===== config.mk =====
export PLATFORM = sky130hd
export DESIGN_NAME = tpu_load_top
export DESIGN_NICKNAME = d
export VERILOG_FILES = /design/src/design/tpu_load_pkg.sv /design/src/design/beat_distributor.sv /design/src/design/layer_desc_regs.sv /design/src/design/load_sequencer.sv /design/src/design/region_chunker.sv /design/src/design/tpu_load_top.sv
export SDC_FILE = /design/constraint.sdc
export NUM_CORES = 1
export LEC_CHECK = 0
export CORE_ASPECT_RATIO = 1.1
export CORE_MARGIN = 2
export CORE_UTILIZATION = 45
export CTS_BUF_LIST = sky130_fd_sc_hd__clkbuf_8
export DETAILED_ROUTE_END_ITERATION = 8
export DONT_BUFFER_PORTS = 1
export REMOVE_ABC_BUFFERS = 1
export SLEW_MARGIN = 10
export SYNTH_ARGS = -nofsm -noshare
export SYNTH_HDL_FRONTEND = slang
export SYNTH_SLANG_ARGS = --single-unit

===== constraint.sdc =====
create_clock -name aclk -period 3.7 [get_ports aclk]
set_clock_uncertainty 0.05 [all_clocks]
set_input_delay 0.185 -clock aclk [delete_from_list [all_inputs] [get_ports aclk]]
set_output_delay 0.185 -clock aclk [all_outputs]
set_load 0.1 [all_outputs]

===== src/design/tpu_load_pkg.sv =====
package tpu_load_pkg;

	// Number of convolution units fed by the loader.
	localparam int N_CONV_UNIT = 4;

	// Read data path.
	localparam int DATA_WIDTH      = 64;
	localparam int BEATS_PER_BURST = 16;
	localparam int BYTES_PER_BURST = BEATS_PER_BURST * DATA_WIDTH / 8;
	localparam int BURST_SHIFT     = $clog2(BYTES_PER_BURST);

	// Largest read request, in bursts. Must be a power of two.
	localparam int UNIT_BURSTS = 4;

	localparam int ADDR_WIDTH   = 32;
	localparam int NBURST_WIDTH = 16;

	// One region of external memory.
	typedef struct packed {
		logic [ADDR_WIDTH-1:0]   addr;
		logic [NBURST_WIDTH-1:0] n_bursts;
	} region_t;

	// Layer descriptor with the weight region first.
	typedef struct packed {
		region_t wei;
		region_t ftm;
	} layer_desc_t;

	// One read request towards memory.
	typedef struct packed {
		logic [ADDR_WIDTH-1:0]   addr;
		logic [NBURST_WIDTH-1:0] n_bursts;
	} rd_req_t;

	// One write into the unit buffers.
	typedef struct packed {
		logic [N_CONV_UNIT-1:0] wei_we;
		logic [N_CONV_UNIT-1:0] ftm_we;
		logic [DATA_WIDTH-1:0]  data;
	} buf_wr_t;

	// Region currently being fetched.
	typedef enum logic {
		REGION_WEI = 1'b0,
		REGION_FTM = 1'b1
	} region_sel_t;

endpackage


===== src/design/beat_distributor.sv =====
`timescale 1ns/1ps

module beat_distributor (
	input  logic                                  aclk,
	input  logic                                  aresetn,
	input  tpu_load_pkg::region_sel_t             region_sel_i,
	input  logic                                  region_start_i,
	input  logic                                  beat_valid_i,
	input  logic [tpu_load_pkg::DATA_WIDTH-1:0]   beat_i,
	output tpu_load_pkg::buf_wr_t                 buf_wr_o
);

	localparam int N     = tpu_load_pkg::N_CONV_UNIT;
	localparam int PTR_W = (N > 1) ? $clog2(N) : 1;

	logic [PTR_W-1:0]                      ptr_q;
	logic [N-1:0]                          wei_we_q;
	logic [N-1:0]                          ftm_we_q;
	logic [tpu_load_pkg::DATA_WIDTH-1:0]   data_q;

	always_ff @(posedge aclk) begin
		if (!aresetn) begin
			ptr_q    <= '0;
			wei_we_q <= '0;
			ftm_we_q <= '0;
		end else begin
			wei_we_q <= '0;
			ftm_we_q <= '0;
			if (region_start_i) begin
				ptr_q <= '0;
			end else if (beat_valid_i) begin
				// Round robin over the units.
				if (ptr_q == PTR_W'(N - 1)) begin
					ptr_q <= '0;
				end else begin
					ptr_q <= ptr_q + 1'b1;
				end
			end
			if (beat_valid_i) begin
				if (region_sel_i == tpu_load_pkg::REGION_WEI) begin
					wei_we_q[ptr_q] <= 1'b1;
				end else begin
					ftm_we_q[ptr_q] <= 1'b1;
				end
			end
		end
	end

	always_ff @(posedge aclk) begin
		if (beat_valid_i) begin
			data_q <= beat_i;
		end
	end

	assign buf_wr_o.wei_we = wei_we_q;
	assign buf_wr_o.ftm_we = ftm_we_q;
	assign buf_wr_o.data   = data_q;

endmodule


===== src/design/layer_desc_regs.sv =====
`timescale 1ns/1ps

module layer_desc_regs (
	input  logic                      aclk,
	input  logic                      aresetn,
	input  logic                      desc_wr_i,
	input  tpu_load_pkg::layer_desc_t desc_i,
	input  logic                      busy_i,
	output tpu_load_pkg::layer_desc_t desc_o,
	output logic                      start_o
);

	tpu_load_pkg::layer_desc_t desc_q;
	logic                      start_q;
	logic                      accept;

	// Writes are dropped while a layer is in flight.
	assign accept = desc_wr_i & ~busy_i;

	always_ff @(posedge aclk) begin
		if (!aresetn) begin
			start_q <= 1'b0;
		end else begin
			start_q <= accept;
		end
	end

	// Descriptor payload.
	always_ff @(posedge aclk) begin
		if (accept) begin
			desc_q <= desc_i;
		end
	end

	assign desc_o  = desc_q;
	assign start_o = start_q;

endmodule


===== src/design/load_sequencer.sv =====
`timescale 1ns/1ps

module load_sequencer (
	input  logic                      aclk,
	input  logic                      aresetn,
	input  logic                      start_i,
	input  tpu_load_pkg::rd_req_t     wei_chunk_i,
	input  tpu_load_pkg::rd_req_t     ftm_chunk_i,
	input  logic                      wei_empty_i,
	input  logic                      ftm_empty_i,
	input  logic                      rd_done_i,
	output logic                      wei_advance_o,
	output logic                      ftm_advance_o,
	output logic                      rd_req_valid_o,
	output tpu_load_pkg::rd_req_t     rd_req_o,
	output tpu_load_pkg::region_sel_t region_sel_o,
	output logic                      region_start_o,
	output logic                      busy_o,
	output logic                      layer_done_o
);

	typedef enum logic [2:0] {
		ST_IDLE,
		ST_WEI_CHECK,
		ST_WEI_WAIT,
		ST_FTM_CHECK,
		ST_FTM_WAIT,
		ST_DONE
	} state_t;

	state_t                    state_q;
	logic                      first_q;
	logic                      req_valid_q;
	logic                      region_start_q;
	tpu_load_pkg::region_sel_t region_sel_q;
	tpu_load_pkg::rd_req_t     req_q;

	always_ff @(posedge aclk) begin
		if (!aresetn) begin
			state_q        <= ST_IDLE;
			first_q        <= 1'b0;
			req_valid_q    <= 1'b0;
			region_start_q <= 1'b0;
			region_sel_q   <= tpu_load_pkg::REGION_WEI;
		end else begin
			req_valid_q    <= 1'b0;
			region_start_q <= 1'b0;
			case (state_q)
				ST_IDLE: begin
					if (start_i) begin
						first_q <= 1'b1;
						state_q <= ST_WEI_CHECK;
					end
				end
				ST_WEI_CHECK: begin
					if (wei_empty_i) begin
						first_q <= 1'b1;
						state_q <= ST_FTM_CHECK;
					end else begin
						req_valid_q    <= 1'b1;
						region_start_q <= first_q;
						region_sel_q   <= tpu_load_pkg::REGION_WEI;
						first_q        <= 1'b0;
						state_q        <= ST_WEI_WAIT;
					end
				end
				ST_WEI_WAIT: begin
					if (rd_done_i) begin
						state_q <= ST_WEI_CHECK;
					end
				end
				ST_FTM_CHECK: begin
					if (ftm_empty_i) begin
						state_q <= ST_DONE;
					end else begin
						req_valid_q    <= 1'b1;
						region_start_q <= first_q;
						region_sel_q   <= tpu_load_pkg::REGION_FTM;
						first_q        <= 1'b0;
						state_q        <= ST_FTM_WAIT;
					end
				end
				ST_FTM_WAIT: begin
					if (rd_done_i) begin
						state_q <= ST_FTM_CHECK;
					end
				end
				default: begin
					state_q <= ST_IDLE;
				end
			endcase
		end
	end

	// Request payload follows the active chunker.
	always_ff @(posedge aclk) begin
		if (state_q == ST_WEI_CHECK) begin
			req_q <= wei_chunk_i;
		end else if (state_q == ST_FTM_CHECK) begin
			req_q <= ftm_chunk_i;
		end
	end

	// Advance as soon as memory finishes, so the next chunk is ready in the check state.
	assign wei_advance_o = (state_q == ST_WEI_WAIT) & rd_done_i;
	assign ftm_advance_o = (state_q == ST_FTM_WAIT) & rd_done_i;

	assign rd_req_valid_o = req_valid_q;
	assign rd_req_o       = req_q;
	assign region_sel_o   = region_sel_q;
	assign region_start_o = region_start_q;

	// Start pulse counts as busy so a second write is blocked.
	assign busy_o       = (state_q != ST_IDLE) | start_i;
	assign layer_done_o = (state_q == ST_DONE);

endmodule


===== src/design/region_chunker.sv =====
`timescale 1ns/1ps

module region_chunker (
	input  logic                  aclk,
	input  logic                  aresetn,
	input  logic                  load_i,
	input  tpu_load_pkg::region_t region_i,
	input  logic                  advance_i,
	output tpu_load_pkg::rd_req_t chunk_o,
	output logic                  empty_o
);

	localparam int AW = tpu_load_pkg::ADDR_WIDTH;
	localparam int NW = tpu_load_pkg::NBURST_WIDTH;
	localparam logic [NW-1:0] MAX_CHUNK = NW'(tpu_load_pkg::UNIT_BURSTS);

	logic [AW-1:0] addr_q;
	logic [NW-1:0] rema_q;
	logic [NW-1:0] chunk_n;
	logic [AW-1:0] chunk_bytes;

	// Size of the current chunk.
	assign chunk_n = (rema_q > MAX_CHUNK) ? MAX_CHUNK : rema_q;

	assign chunk_bytes = AW'(chunk_n) << tpu_load_pkg::BURST_SHIFT;

	// Bursts left in the region.
	always_ff @(posedge aclk) begin
		if (!aresetn) begin
			rema_q <= '0;
		end else if (load_i) begin
			rema_q <= region_i.n_bursts;
		end else if (advance_i) begin
			rema_q <= rema_q - chunk_n;
		end
	end

	// Address of the next chunk.
	always_ff @(posedge aclk) begin
		if (load_i) begin
			addr_q <= region_i.addr;
		end else if (advance_i) begin
			addr_q <= addr_q + chunk_bytes;
		end
	end

	assign chunk_o.addr     = addr_q;
	assign chunk_o.n_bursts = chunk_n;
	assign empty_o          = (rema_q == '0);

endmodule


===== src/design/tpu_load_top.sv =====
`timescale 1ns/1ps

module tpu_load_top (
	input  logic                                aclk,
	input  logic                                aresetn,
	input  logic                                desc_wr_i,
	input  tpu_load_pkg::layer_desc_t           desc_i,
	output logic                                rd_req_valid_o,
	output tpu_load_pkg::rd_req_t               rd_req_o,
	input  logic                                rd_done_i,
	input  logic                                beat_valid_i,
	input  logic [tpu_load_pkg::DATA_WIDTH-1:0] beat_i,
	output tpu_load_pkg::buf_wr_t               buf_wr_o,
	output logic                                busy_o,
	output logic                                layer_done_o
);

	tpu_load_pkg::layer_desc_t desc;
	tpu_load_pkg::rd_req_t     wei_chunk;
	tpu_load_pkg::rd_req_t     ftm_chunk;
	tpu_load_pkg::region_sel_t region_sel;
	logic                      start;
	logic                      busy;
	logic                      wei_empty;
	logic                      ftm_empty;
	logic                      wei_advance;
	logic                      ftm_advance;
	logic                      region_start;

	layer_desc_regs u_desc_regs (
		.aclk      (aclk),
		.aresetn   (aresetn),
		.desc_wr_i (desc_wr_i),
		.desc_i    (desc_i),
		.busy_i    (busy),
		.desc_o    (desc),
		.start_o   (start)
	);

	// Both chunkers load at layer start.
	region_chunker wei_chunker (
		.aclk      (aclk),
		.aresetn   (aresetn),
		.load_i    (start),
		.region_i  (desc.wei),
		.advance_i (wei_advance),
		.chunk_o   (wei_chunk),
		.empty_o   (wei_empty)
	);

	region_chunker ftm_chunker (
		.aclk      (aclk),
		.aresetn   (aresetn),
		.load_i    (start),
		.region_i  (desc.ftm),
		.advance_i (ftm_advance),
		.chunk_o   (ftm_chunk),
		.empty_o   (ftm_empty)
	);

	load_sequencer u_sequencer (
		.aclk           (aclk),
		.aresetn        (aresetn),
		.start_i        (start),
		.wei_chunk_i    (wei_chunk),
		.ftm_chunk_i    (ftm_chunk),
		.wei_empty_i    (wei_empty),
		.ftm_empty_i    (ftm_empty),
		.rd_done_i      (rd_done_i),
		.wei_advance_o  (wei_advance),
		.ftm_advance_o  (ftm_advance),
		.rd_req_valid_o (rd_req_valid_o),
		.rd_req_o       (rd_req_o),
		.region_sel_o   (region_sel),
		.region_start_o (region_start),
		.busy_o         (busy),
		.layer_done_o   (layer_done_o)
	);

	beat_distributor u_distributor (
		.aclk           (aclk),
		.aresetn        (aresetn),
		.region_sel_i   (region_sel),
		.region_start_i (region_start),
		.beat_valid_i   (beat_valid_i),
		.beat_i         (beat_i),
		.buf_wr_o       (buf_wr_o)
	);

	assign busy_o = busy;

endmodule


==> Yosys cells after proc, flatten, opt, wreduce, memory -nomap -nowiden <==
Cells that the tools add are included.
W data, S select, Z words.
{ "totals": {"ff_bits": 322, "in_bits": 165, "elab_cells": 96} }
{ "op_classes": {"n_reduce_logical": 15, "order_cmp": 4, "n_addsub": 5, "eq_ne": 11, "n_mux": 34, "bitwise": 7} }
{ "op_table": {"columns": ["cell", "count"], "rows": [
  ["$mux W32", 4],
  ["$mux W16", 6],
  ["$mux W48", 2],
  ["$add A32 B23 Y32", 2],
  ["$gt A16 B3 Y1 const B", 2],
  ["$logic_not A16 Y1", 2],
  ["$sub A16 B16 Y16", 2],
  ["$pmux W3 S5", 1],
  ["$mux W1", 12],
  ["$reduce_and A3 Y1", 4],
  ["$ne A2 B2 Y1 const B", 5],
  ["$mux W3", 3],
  ["$eq A3 B2 Y1 const B", 2],
  ["$eq A3 B3 Y1 const B", 2],
  ["$pmux W1 S2", 3],
  ["$reduce_bool A2 Y1", 3],
  ["$reduce_bool A3 Y1", 2],
  ["$and A1 B1 Y1", 3],
  ["$eq A3 B1 Y1 const B", 1],
  ["$logic_not A3 Y1", 1],
  ["$lt A2 B3 Y1 const B", 1],
  ["$not A1 Y1", 3],
  ["$pmux W1 S3", 1],
  ["$reduce_or A3 Y1", 1],
  ["other kinds (8)", 8]
]} }

==> Longest topological paths before layout <==
{ "depth": {"ltp_word": 5, "mapped_depth": 13, "mapped_depth_nobuf": 12} }

==> By module <==
Synthesis repeated with hierarchy kept, for this count alone.
{ "hier_totals": {"hier_cells": 1080, "area_unflattened_um2": 14381.3} }
{ "by_module_without_submodules": {"columns": ["module", "cells_per_inst", "area_per_inst_um2", "instances"], "rows": [
  ["region_chunker", 369, 3293.2, 2],
  ["layer_desc_regs", 99, 2917.8, 1],
  ["load_sequencer", 145, 2586.2, 1],
  ["beat_distributor", 98, 2290.9, 1]
]} }

==> Worst setup path after synthesis <==
No wires, ideal clock.
{ "synth_path": {"kind": "reg2reg", "startpoint": "register ftm_chunker.rema_q[4]", "endpoint": "register ftm_chunker.addr_q[27] (data pin)", "path_stages_with_launch": 14, "arrival_ps": 3686, "setup_ps": 261, "path_slack_ps": -298, "synth_period_minus_slack_ps": 3998, "required_time_ps": 3389, "path_buffers": 1, "path_cell_list": "dfxtp_1 or4_4 or4_4 nor4_2 and2_1 ha_1 fa_1 a21o_1 a31oi_1 nor4b_1 o31a_1 clkbuf_1 mux2i_1 nand3_1"} }
{ "synth_between": {"elab_chain_len": 5} }
{ "synth_rtl": {"columns": ["element", "line", "text"], "rows": [
  ["start, declared", "region_chunker.sv:18", "logic [NW-1:0] rema_q;"],
  ["start signal, assigned", "region_chunker.sv:32", "rema_q <= region_i.n_bursts;"],
  ["start signal, assigned", "region_chunker.sv:34", "rema_q <= rema_q - chunk_n;"],
  ["$gt A16 B3 Y1", "region_chunker.sv:23", "assign chunk_n = (rema_q > MAX_CHUNK) ? MAX_CHUNK : rema_q;"],
  ["$mux W16 (*)", "region_chunker.sv:23", null],
  ["$add A32 B23 Y32 (*)", "region_chunker.sv:43", "addr_q <= addr_q + chunk_bytes;"],
  ["$mux W32 (*)", "region_chunker.sv:42", "end else if (advance_i) begin"],
  ["$mux W32 (*)", "region_chunker.sv:40", "if (load_i) begin"],
  ["end signal, assigned", "region_chunker.sv:41", "addr_q <= region_i.addr;"],
  ["end signal, assigned", "region_chunker.sv:43", null],
  ["end, declared", "region_chunker.sv:17", "logic [AW-1:0] addr_q;"]
]} }
Every way passes the cells marked *; elsewhere a longest branch is shown, timed or not. The select of a mux whose other input is x is not followed.
A chain may end at the register's enable or synchronous reset.

==> Worst setup path in the final report <==
{ "layout_path": {"startpoint": "register ftm_chunker.rema_q[9]", "endpoint": "register ftm_chunker.addr_q[29] (data pin)"} }
Same word-level chain as after synthesis.

==> reports/results.ini <==
[outcome]
status = finished, violations left
violations = negative setup slack

[final_layout]
nets = 1522
area_growth_syn_to_layout_pct = 28.3
final_area_um2 = 17700
drive_gt1_share_pct = 15.7

[power_and_ir_drop]
max-vdd-ir-drop_v = 0.000355
pwr_density_cell_nw_per_um2 = 591
power_leakage_uw = 0.00656
power_uw = 10500

[flow_run]
cap_violations = 0

[sta]
finalMaxSlewViolations = 0
fin_crit_sh_pct = 102
hold_violations = 0
tightest_slew_ns = 1.12
rsz0062_at_grt = true
timing.fmax_mhz = 266
layout_setup_ws_ns = -0.0585
min_period_ns = 3.76
setup_viol = 6
relSlewSlack_pct = 25.5

[grt]
grt_usage_pct = 19.6
antenna_found_initial = 2
overflow = 0
grt_max_degree = 86
grt_pass1_vias = 9206
grt_pass1_wl_um = 48900

[cts]
cts.sinks = 322
cts-root-buf = clkbuf_8
clock_latency_ns = 0.59
cts_buffer_depth = 3
cts_tree = built
cts.clk_slew.worst_paths_ns = 0.06
cts_buffers = 52
cts.htree.levels = 2

[critical_path]
rr_startpoint = ftm_chunker.rema_q[9]
cp.required_ns = 3.98
arrival_ns = 4.04
crit_fanout = 7
critPathLaunch = ftm_chunker.rema_q[9]
cp-end-kind = register
ff2ff_path_depth = 15
start_kind = register
path_class = reg -> reg

[drt]
ant_nets = 0
wl_met2_um = 15900
highest_layer = met5
drt-wirelength-per-cell_um = 18.1
drt-met1-wl_um = 13300
vias_per_cell = 5.22
remaining_drc_errors = 0
wl_um = 32000
drt_iter0_drc = 533
num_vias = 9221
met3_length_um = 2130
drt_pre_antenna_iters = 4

[worst_hold_path]
hold_class = in -> reg
min_from = rd_done_i
hold_depth = 4

[floorplanning]
rows = 67
dieWidth_um = 171
io_pins = 288
die_height_um = 188
die_area_um2 = 32100
core_region_area_um2 = 30300
start_util_pct = 45.5

[synthesis]
synth-seq-area-share_pct = 66.4
synth.yosys.warnings = 0
synth_edf_count = 272
syn_area_um2 = 13800
ys_async_sr_fraction_pct = 0
synth_seq_cells = 322
yosys_most_used_dff = edfxtp_1
synth_cell_types = 63
syn_avg_cell_area_um2 = 13.3
synth_cells = 1041

[placement]
placed_area_um2 = 14700
place_congestion = 0.808
hpwl_um = 20200
numPortBuffers = 0

[stage by stage]
stage	TNS [ns]	std cells	util [%]	hold slack (ns)	worst slack, ns
floorplan	-246.84	1038	-	0.234	-1.87
global placement	-0.372	1496	48.4	0.234	-0.123
detailed placement	-0.790	1496	48.4	0.234	-0.185
CTS	-0.124	1757	57.6	0.0133	-0.0478
global route	-1.40	1767	58.4	0.0702	-0.257
finish	-0.260	1767	58.4	0.0695	-0.0585
[routing by layer]
| metal | track usage (%) | up-vias |
|---|---|---|
| li1 | - | 4478 |
| met1 | 23.7 | 4401 |
| met2 | 33.6 | 275 |
| met3 | 5.57 | 65 |
| met4 | 6.19 | 2 |
| met5 | 0 | - |
[layout make-up]
class | instances | area (µm²)
antenna | 1 | 2.50
clock buffer | 61 | 840
clock inverter | 28 | 171
fill | 2498 | 12600
inverter | 20 | 77.6
multi-input combinational | 696 | 4740
sequential | 322 | 9180
tap | 414 | 518
timing repair buffer | 225 | 2190
[cells by family after synthesis]
logic type,share of synthesized area (%)
XOR/XNOR,2.79
flip-flops,66.4
multiplexers,3.85
AND/OR/NAND/NOR,10.4
adder cells (fa/ha/maj),3.73
buffers and inverters,1.69
other,0.0544
AO/OA/AOI/OAI,11.1
[sequential cells by signal, summed over array words and instances (netlist names)]
| name | cells |
|---|---|
| u_distributor.wei_we_q | 4 |
| u_desc_regs.start_o | 1 |
| u_distributor.data_q | 64 |
| u_sequencer.region_sel_o | 1 |
| u_desc_regs.desc_o | 96 |
| wei_chunker.rema_q | 16 |
| ftm_chunker.addr_q | 32 |
| ftm_chunker.rema_q | 16 |
| u_sequencer.first_q | 1 |
| u_sequencer.rd_req_valid_o | 1 |
| u_distributor.ftm_we_q | 4 |
| u_sequencer.region_start_o | 1 |
| wei_chunker.addr_q | 32 |
| u_sequencer.rd_req_o | 48 |
| u_distributor.ptr_q | 2 |
| u_sequencer.state_q | 3 |
[Yosys cell counts, types with 22 or more instances]
cell type / n / area (µm²)
edfxtp_1: 272 / 8170
a21oi_1: 56 / 280
ha_1: 38 / 475
nand3_1: 23 / 115
dfxtp_1: 50 / 1000
o21ai_0: 75 / 375
nand2_1: 86 / 323
nor2_1: 53 / 199
nor3_1: 22 / 110
mux2_2: 41 / 462
and2_1: 24 / 150
clkbuf_1: 38 / 143
xnor2_1: 28 / 245
[where the power goes]
group          switching, µW  total, µW  internal (µW)  leakage [µW]
sequential              1100       5620           4520       0.00299
combinational           1020       1860            834       0.00300
clock                   1370       3000           1630      0.000568
[critical path: stages, from the launching register on]
cell	delay [ns]
dfxtp_2	0.32
or4_4	0.53
or4_4	0.52
nor4_4	0.14
buf_4	0.17
and2_4	0.15
ha_4	0.13
fa_2	0.21
a21o_1	0.17
a31oi_4	0.11
nor4b_2	0.26
buf_4	0.16
o31a_1	0.17
buf_6	0.14
mux2i_1	0.19
nand3_1	0.08
[cell usage in the layout, fill, tap and decap left out, drive strengths merged, types with 22 or more instances in the layout]
cell	Yosys	final
nand2	86	86
a21oi	56	56
edfxtp	272	272
and2	24	24
mux2	41	41
conb	2	41
clkbuf	38	61
dfxtp	50	50
buf	4	59
nand3	23	23
nor3	22	22
o21ai	75	75
nor2	53	53
inv	20	32
xnor2	28	28
dlygate4sd3	0	166
ha	38	38
[timing repair]
| item | CTS | global route |
|---|---|---|
| setup endpoints to repair | 7 | 33 |
| buffers inserted | 4 | 9 |
| gates resized for setup | 10 | 32 |
| hold endpoints to repair | 292 | 0 |
| cloned | 0 | 0 |
| pin swaps | 4 | 14 |
| hold buffers | 168 | 0 |
[final timing paths]
| path | slack (ns) | end |
|---|---|---|
| min reg2reg | 0.42 | wei_chunker.rema_q[10] |
| min | 0.07 | wei_chunker.rema_q[2] |
| max reg2reg | -0.06 | ftm_chunker.addr_q[29] |
| max | -0.06 | ftm_chunker.addr_q[29] |
No activity file was read; power rests on OpenSTA's default activity.
